--- src/rtl/alu_pkg.sv ---
// alu package: widths, Booth step count, opcodes and one-hot state indices
`default_nettype none

package alu_pkg;

    // operand and bus width
    localparam int DATA_W = 8;

    // two guard bits on A so that A +/- 2M cannot overflow during a Booth step
    localparam int GUARD_W = 2;
    localparam int ACC_W = DATA_W + GUARD_W;  // 10 bits

    // radix-4 retires two multiplier bits per iteration
    localparam int RADIX4_STEPS = DATA_W / 2;
    localparam int CNT_W = $clog2(RADIX4_STEPS);  // step counter width, 2 bits

    // opcodes, as sampled with start
    typedef enum logic [1:0] {
        OP_ADD  = 2'b00,  // A + M, wraps mod 256
        OP_SUB  = 2'b01,  // A - M, wraps mod 256
        OP_MUL  = 2'b10,  // radix-4 Booth, 16-bit product
        OP_RSVD = 2'b11   // reserved, start is ignored
    } op_e;

    // bit positions inside the one-hot state vector
    typedef enum int unsigned {
        IDLE          = 0,
        LOADA         = 1,  // A from inbus
        LOADQ         = 2,  // multiplier into Q, A and Q[-1] cleared
        LOADM         = 3,  // M from inbus, counter cleared
        ADDMTOA       = 4,  // A := A +/- M or 2M
        PUSHA         = 5,  // A[7:0] on outbus
        PUSHQ         = 6,  // Q on outbus
        RSHIFT        = 7,  // first of the two shifts
        RSHIFT_DOUBLE = 8,  // second shift
        COUNT_RSHIFTS = 9   // step counter increment
    } state_idx_e;

    localparam int NUM_STATES = 10;

    // one flop per state
    typedef logic [NUM_STATES-1:0] state_vec_t;

endpackage

`default_nettype wire

--- src/rtl/alu_ctrl_if.sv ---
// controller/datapath link: strobes go to the datapath, Booth bits and counter status come back
`default_nettype none

interface alu_ctrl_if;

    // register loads
    logic load_a;  // A <= sign-extended inbus
    logic load_q;  // Q <= inbus
    logic load_m;  // M <= inbus
    logic init_a;  // clear A and Q[-1] before a multiply

    // adder
    logic add_en;   // A <= A +/- operand
    logic sel_sub;  // subtract instead of add
    logic sel_2m;   // operand is 2M, else M

    logic rshift;  // arithmetic shift of {A, Q, Q[-1]}

    // step counter
    logic count_clr;
    logic count_inc;

    // output bus selects
    logic push_a;
    logic push_q;

    // status back to the controller
    logic [2:0] q_bits;  // {Q[1], Q[0], Q[-1]}
    logic count_full;    // last Booth iteration

    modport ctrl (
        output load_a, load_q, load_m, init_a,
        output add_en, sel_sub, sel_2m, rshift,
        output count_clr, count_inc, push_a, push_q,
        input  q_bits, count_full
    );

    modport dp (
        input  load_a, load_q, load_m, init_a,
        input  add_en, sel_sub, sel_2m, rshift,
        input  count_clr, count_inc, push_a, push_q,
        output q_bits, count_full
    );

endinterface

`default_nettype wire

--- src/rtl/booth_control.sv ---
// one-hot control unit sequencing loads, Booth adds, shifts, counting and output pushes
`default_nettype none

module booth_control import alu_pkg::*; (
    input  logic   clk,
    input  logic   rst_n,
    input  logic   start,      // one cycle in IDLE
    input  op_e    op,         // valid with start only
    alu_ctrl_if.ctrl bus,
    output logic   out_valid,  // outbus carries a result byte
    output logic   done        // last byte of the operation
);

    state_vec_t state;       // current state, exactly one bit set
    state_vec_t next_state;

    op_e op_q;  // opcode held for the whole operation

    logic is_mul;     // latched op is a multiply
    logic add_step;   // Booth digit is nonzero, ADDMTOA needed
    logic two_m;      // Booth digit is +/-2
    logic go;         // accepted start

    // decisional wires

    assign is_mul = (op_q == OP_MUL);

    // 000 and 111 are digit 0, skip the add
    assign add_step = ~((bus.q_bits == 3'b000) | (bus.q_bits == 3'b111));

    // 011 -> +2M, 100 -> -2M
    assign two_m = (bus.q_bits == 3'b011) | (bus.q_bits == 3'b100);

    // reserved op never leaves IDLE
    assign go = state[IDLE] & start & (op != OP_RSVD);

    // state register
    always_ff @(posedge clk) begin
        if (!rst_n) begin
            state       <= '0;
            state[IDLE] <= 1'b1;  // IDLE gets the jumpstart
        end else begin
            state <= next_state;
        end
    end

    // opcode latch, only in IDLE
    always_ff @(posedge clk) begin
        if (!rst_n)
            op_q <= OP_ADD;
        else if (go)
            op_q <= op;
    end

    // next state, one equation per flop

    always_comb begin
        next_state = '0;

        // waiting, or graceful end of an operation
        next_state[IDLE] = (state[IDLE] & ~go)
                         | (state[PUSHA] & ~is_mul)  // add, sub end
                         | state[PUSHQ];             // mul end

        // operand loading
        next_state[LOADA] = go & (op != OP_MUL);  // add, sub
        next_state[LOADQ] = go & (op == OP_MUL);
        next_state[LOADM] = state[LOADA] | state[LOADQ];

        // adder: always for add/sub, on a nonzero digit for mul
        next_state[ADDMTOA] = (state[LOADM] & ~is_mul)
                            | (state[LOADM] & is_mul & add_step)
                            | (state[COUNT_RSHIFTS] & add_step);

        // first shift of an iteration, after the add or in its place
        next_state[RSHIFT] = (state[ADDMTOA] & is_mul)
                           | (state[LOADM] & is_mul & ~add_step)
                           | (state[COUNT_RSHIFTS] & ~add_step);

        next_state[RSHIFT_DOUBLE] = state[RSHIFT];

        // the last iteration skips the count and goes straight to output
        next_state[COUNT_RSHIFTS] = state[RSHIFT_DOUBLE] & ~bus.count_full;

        // output
        next_state[PUSHA] = (state[ADDMTOA] & ~is_mul)
                          | (state[RSHIFT_DOUBLE] & bus.count_full);
        next_state[PUSHQ] = state[PUSHA] & is_mul;  // low byte of the product
    end

    // control strobes, Moore outputs of the current state

    // loads
    assign bus.load_a = state[LOADA];
    assign bus.load_q = state[LOADQ];
    assign bus.init_a = state[LOADQ];  // A and Q[-1] start from zero for mul
    assign bus.load_m = state[LOADM];

    // counter
    assign bus.count_clr = state[LOADM];
    assign bus.count_inc = state[COUNT_RSHIFTS];

    // adder and its operand selects
    assign bus.add_en  = state[ADDMTOA];
    assign bus.sel_2m  = state[ADDMTOA] & is_mul & two_m;
    assign bus.sel_sub = state[ADDMTOA]
                       & ((op_q == OP_SUB)                // for dif
                        | (is_mul & bus.q_bits[2]));      // negative Booth digit

    // both shift states move by one bit
    assign bus.rshift = state[RSHIFT] | state[RSHIFT_DOUBLE];

    // outbus selects
    assign bus.push_a = state[PUSHA];
    assign bus.push_q = state[PUSHQ];

    // external handshake
    assign out_valid = state[PUSHA] | state[PUSHQ];
    assign done      = (state[PUSHA] & ~is_mul) | state[PUSHQ];

    // exactly one state active at any time
    a_state_onehot : assert property (
        @(posedge clk) disable iff (!rst_n)
        $onehot(state)
    );

    // done never comes without a byte on the bus
    a_done_valid : assert property (
        @(posedge clk) disable iff (!rst_n)
        done |-> out_valid
    );

endmodule

`default_nettype wire

--- src/rtl/booth_datapath.sv ---
// Booth datapath: A/Q/Q[-1]/M registers, add/sub of M or 2M, arithmetic shifter and step counter
`default_nettype none

module booth_datapath import alu_pkg::*; (
    input  logic              clk,
    input  logic              rst_n,
    input  logic [DATA_W-1:0] inbus,
    output logic [DATA_W-1:0] outbus,
    alu_ctrl_if.dp            bus
);

    logic [ACC_W-1:0]  a_reg;  // accumulator with guard bits
    logic [DATA_W-1:0] q_reg;  // multiplier, low product byte at the end
    logic              q_m1;   // Q[-1]
    logic [DATA_W-1:0] m_reg;  // multiplicand or second operand

    logic [CNT_W-1:0]  count;  // Radix-4 iterations done

    logic [ACC_W-1:0]  m_ext;    // M sign-extended
    logic [ACC_W-1:0]  m2_ext;   // 2M sign-extended
    logic [ACC_W-1:0]  operand;  // adder operand, M or 2M
    logic [ACC_W-1:0]  sum;      // adder result

    logic [ACC_W-1:0]  a_load;   // inbus sign-extended for add/sub

    // operand select
    assign m_ext   = {{GUARD_W{m_reg[DATA_W-1]}}, m_reg};
    assign m2_ext  = {{(GUARD_W-1){m_reg[DATA_W-1]}}, m_reg, 1'b0};  // shift left by one
    assign operand = bus.sel_2m ? m2_ext : m_ext;

    // single adder, subtraction when sel_sub
    assign sum = bus.sel_sub ? (a_reg - operand) : (a_reg + operand);

    assign a_load = {{GUARD_W{inbus[DATA_W-1]}}, inbus};

    // A register
    // the controller never raises two of these in one cycle
    always_ff @(posedge clk) begin
        if (bus.load_a)
            a_reg <= a_load;
        else if (bus.init_a)
            a_reg <= '0;
        else if (bus.add_en)
            a_reg <= sum;
        else if (bus.rshift)
            a_reg <= {a_reg[ACC_W-1], a_reg[ACC_W-1:1]};  // sign kept
    end

    // Q register, LSb of A shifts in at the top
    always_ff @(posedge clk) begin
        if (bus.load_q)
            q_reg <= inbus;
        else if (bus.rshift)
            q_reg <= {a_reg[0], q_reg[DATA_W-1:1]};
    end

    // Q[-1] catches the bit falling out of Q
    always_ff @(posedge clk) begin
        if (bus.init_a)
            q_m1 <= 1'b0;
        else if (bus.rshift)
            q_m1 <= q_reg[0];
    end

    // M register
    always_ff @(posedge clk) begin
        if (bus.load_m)
            m_reg <= inbus;
    end

    // Radix-4 step counter
    always_ff @(posedge clk) begin
        if (!rst_n)
            count <= '0;
        else if (bus.count_clr)
            count <= '0;
        else if (bus.count_inc)
            count <= count + 1'b1;
    end

    // status to the controller
    assign bus.q_bits     = {q_reg[1], q_reg[0], q_m1};  // Booth recoding window
    assign bus.count_full = (count == CNT_W'(RADIX4_STEPS - 1));

    // output bus, zero when nothing is pushed
    always_comb begin
        if (bus.push_a)
            outbus = a_reg[DATA_W-1:0];  // result or high product byte
        else if (bus.push_q)
            outbus = q_reg;              // low product byte
        else
            outbus = '0;
    end

    // A has one writer per cycle
    a_a_write_excl : assert property (
        @(posedge clk) disable iff (!rst_n)
        $onehot0({bus.load_a, bus.add_en, bus.rshift})
    );

    // one byte on the bus at a time
    a_push_excl : assert property (
        @(posedge clk) disable iff (!rst_n)
        !(bus.push_a && bus.push_q)
    );

    // the counter never wraps, the last iteration skips the increment
    a_count_no_wrap : assert property (
        @(posedge clk) disable iff (!rst_n)
        bus.count_inc |-> !bus.count_full
    );

endmodule

`default_nettype wire

--- src/rtl/booth_alu_top.sv ---
// sequential ALU top: add, sub and radix-4 Booth multiply on a byte-wide bus
`default_nettype none

module booth_alu_top import alu_pkg::*; (
    input  logic              clk,
    input  logic              rst_n,
    input  logic              start,      // one cycle, with op
    input  op_e               op,
    input  logic [DATA_W-1:0] inbus,      // operands in the two cycles after start
    output logic [DATA_W-1:0] outbus,
    output logic              out_valid,
    output logic              done
);

    // strobes and status between the two blocks
    alu_ctrl_if ctrl_bus ();

    // one-hot FSM
    booth_control u_control (
        .clk       (clk),
        .rst_n     (rst_n),
        .start     (start),
        .op        (op),
        .bus       (ctrl_bus.ctrl),
        .out_valid (out_valid),
        .done      (done)
    );

    // registers, adder, shifter, counter
    booth_datapath u_datapath (
        .clk    (clk),
        .rst_n  (rst_n),
        .inbus  (inbus),
        .outbus (outbus),
        .bus    (ctrl_bus.dp)
    );

endmodule

`default_nettype wire

--- config.mk ---
export PLATFORM = sky130hd
export DESIGN_NAME = booth_alu_top
export DESIGN_NICKNAME = d
export VERILOG_FILES = /design/src/rtl/alu_pkg.sv /design/src/rtl/alu_ctrl_if.sv /design/src/rtl/booth_control.sv /design/src/rtl/booth_datapath.sv /design/src/rtl/booth_alu_top.sv
export SDC_FILE = /design/constraint.sdc
export NUM_CORES = 1
export LEC_CHECK = 0
export BUFFER_PORTS_ARGS = -buffer_cell sky130_fd_sc_hd__buf_2
export CORE_ASPECT_RATIO = 0.7
export CORE_UTILIZATION = 54
export DETAILED_ROUTE_END_ITERATION = 6
export PLACE_DENSITY = 0.82
export SYNTH_ARGS = -nofsm -noshare
export SYNTH_HDL_FRONTEND = slang
export SYNTH_HIERARCHICAL = 1
export SYNTH_SLANG_ARGS = --single-unit
--- constraint.sdc ---
create_clock -name clk -period 4 [get_ports clk]
set_input_delay 0.2 -clock clk [delete_from_list [all_inputs] [get_ports clk]]
set_output_delay 0.2 -clock clk [all_outputs]
set_load 0.02 [all_outputs]
==> impl_results.md <==
* Avg Cell Area, Syn at 9.09 um2
* Post-layout min period at 3780 ps
* Routed wl met3 at 530 um
* Setup Viol. Count Final at 0
* ANT nets after route at 0
* Final Hold Fails at 0
* First-pass DRT Iterations at 4
* Syn nets at 327
* Critical path cell sequence: nand3b_1 -> a21oi_2 -> mux2i_1 -> ha_1 -> or3b_1 -> nor4_1 -> a31o_2 -> a21oi_1 -> ha_1 -> inv_1 -> or3_1 -> a21oi_1 -> or4_1 -> nand3_1
* Fin Setup TNS at 0 ps
* Slew @ Worst Pin at 718 ps
* Flop pwr share at 54.7%
* Buffer depth of the longest clock path at 2
* Cells after Synth at 302
* Synth Register Bits at 41
* Int Pwr at 0.000662 W
* NetSw at 0.000229 W
* Worst vdd ir at 0.228 mV
* Post-layout power at 0.000891 W
* R2r startpoint: u_datapath/q_reg[1]$_DFFE_PP_
* Met1 WL at 3130 um
* I/O Pins at 23
* Sw Ratio at 25.7%
* Most frequently used flop master after synthesis: edfxtp_1
* Global-route wire length before repair at 10,300 um
* Highest routed layer: met4
* Die X at 87.2 um
* Clock skew at 4.39 ps
* Full die area at 5380 um2
* Critical setup path kind: flop to flop
* Routed wire length at 6220 um
* Slew HR at 51.8%
* Met2 WL post-DR at 2480 um
* Port bufs at 22
* Post-cts hold buffer count at 0
* Clock transition at path regs at 80 ps
* CP Launch Point: u_datapath/q_reg[1]$_DFFE_PP_
* Routability cong. at 0.886
* Post-synthesis cell area at 2750 um2
* Dpl hpwl at 4610 um
* Critical Path RT at 4040 ps
* Largest net degree at the start of global routing at 21
* Peak per-stage delay on the critical path at 460 ps
* DRT iter0 DRCs at 200
* Status: complete, no violations
* CTS tree: done
* Placeable Area at 4830 um2
* Filler instances at 414
* PD cells at 298 nW/um2
* Max FO, Critical Path at 6
* Post-synth EDFFs at 26
* Slowest cell on the critical path: edfxtp_1
* FFs w/ async S/R, synth at 0%
* Crit path arrival time at 3820 ps
* Vias in the first global route at 2,044
* Clk root buf: clkbuf_8
* Combinational power share at 13.7%
* Num rows at 21
* Max-slew violations at 0
* DRC Markers at 0
* Gr ovfl total at 0
* Die Y at 61.7 um
* Tcrit/Tclk final at 94.5%
* Area added between synthesis and finish at 8.88%
* Storage element area at 1080 um2
* Ant diodes at 0
* Clk Latency, worst-skew pair at 290 ps
* Worst Min Path Start: inbus[5]
* Post-synth cell types at 58
* Crit. End Element: flop
* Post-place instance area at 2870 um2
* Pleak at 1.17 nW
* Clk pwr share at 31.5%
* Layout cell share with drive strength beyond 1 at 17.7%
* Nets@finish at 340
* Vias/cell at 5.90
* Startpoint types: flop
* GR Util All Layers at 25.8%
* Mean routed wirelength per cell at 16.1 um
* Multi-input logic area at 1530 um2
* RSZ-0062 raised after global routing: no
* Clk sinks at 41
* Htree depth at 2
* Fmax at 265 MHz
* Initial core utilization at 56.8%
* Hold Slack at 125 ps
* Vias at 2,271
* Seq/Total Area, Yosys at 39.4%
* Hold Crit Class: primary input to flop
* Layout Cell Area excl Fill at 2990 um2
* Initial antenna violation count at 0
* CTS buffer count at 5
* Max-cap violations at 0
* Count of yosys warnings during synthesis at 6
==> routing by layer <==
metal  track usage, %  up-vias
met5                0        -
met1             39.3     1061
met4             8.20        0
met2             36.9       85
li1                 -     1116
met3             4.83        9
==> cell usage in the layout, fill, tap and decap left out, drive strengths merged, types with 3 or more instances in the layout <==
cell type	Yosys	final
a21o	4	4
xnor2	4	4
mux2	9	9
nand2	29	29
nor4	3	3
buf	8	26
nor2	22	22
edfxtp	26	26
xor2	5	5
nor3b	3	3
o21ai	19	19
nor3	9	9
nor2b	8	8
dfxtp	15	15
ha	11	11
a21oi	19	19
nand3	8	8
mux2i	10	10
inv	17	18
o21a	6	6
and3	3	3
or2	3	3
clkbuf	12	7
a22o	4	4
nand2b	4	4
==> power groups by stage <==
stage	Sequential (W)	Clock [W]	Combinational, W
CTS	0.000487	0.000289	0.000117
global placement	0.000496	0	0.000113
detailed placement	0.000497	0	0.000115
finish	0.000488	0.000281	0.000122
global route	0.000490	0.000303	0.000135
floorplan	0.000486	0	0.0000945
==> through the flow <==
stage                     setup slack, ps  cells  util (%)
final                                 220    385      61.9
after CTS                             150    384      61.3
after global routing                 43.6    385      61.9
after floorplan                       111    302         -
after global placement                316    376      59.4
after detailed placement              215    376      59.4
==> synth_stat cells (3+ instances only) <==
library cell,count,area [um2]
a21o_1,4,30.0
ha_1,11,138
nor2b_1,8,50.1
nor2_1,22,82.6
edfxtp_1,26,781
inv_1,17,63.8
mux2i_1,10,100
nor3_1,9,45.0
nand2_1,29,109
nor3b_1,3,22.5
mux2_2,9,101
xor2_1,5,43.8
clkbuf_1,12,45.0
o21ai_0,17,85.1
a21oi_1,19,95.1
or2_2,3,18.8
dfxtp_1,15,300
xnor2_1,4,35.0
nand2b_1,4,25.0
and3_1,3,18.8
buf_4,5,37.5
nand3_1,8,40.0
a22o_1,4,35.0
o21a_1,6,45.0
==> cells by family (layout without fill, tap and decap cells) <==
family,after synthesis,after routing,synth area share (%)
XOR/XNOR,9,9,2.87
AND/OR/NAND/NOR,108,108,20.5
AO/OA/AOI/OAI,76,76,18.4
buffers and inverters,37,51,5.79
flip-flops,41,41,39.4
multiplexers,19,19,7.34
adder cells (fa/ha/maj),12,12,5.74
==> worst paths after layout <==
path	to	slack, ps	cells past startpoint
worst min-delay path	u_datapath/m_reg[5]$_DFFE_PP_	120	1
worst max-delay path	u_datapath/a_reg[9]$_DFFE_PP_	220	14
worst max register to register	u_datapath/a_reg[9]$_DFFE_PP_	220	14
worst min register to register	u_control/state[8]$_SDFF_PN0_	450	1
==> worst max-delay path: cells and delay by family, from the launching register on <==
kind,cells,cell delay [ps]
AO/OA/AOI/OAI,4,680
adder cells (fa/ha/maj),2,530
flip-flops,1,460
AND/OR/NAND/NOR,6,1530
buffers and inverters,1,60
multiplexers,1,280
==> repair_timing <==
item | in CTS | in global routing
gates resized for setup | 0 | 4
endpoints found under the setup margin | 0 | 1
buffers inserted | 0 | 1
==> area by class of cell <==
cell class	count	share of cell area, %
clock buffers	7	2.89
clock inverters	1	0.209
inverters	17	2.13
multi-input cells	224	51.0
flip-flops and latches	41	36.2
well taps	69	2.89
repair buffers	26	4.69
Power figures use the tool's default switching activity.
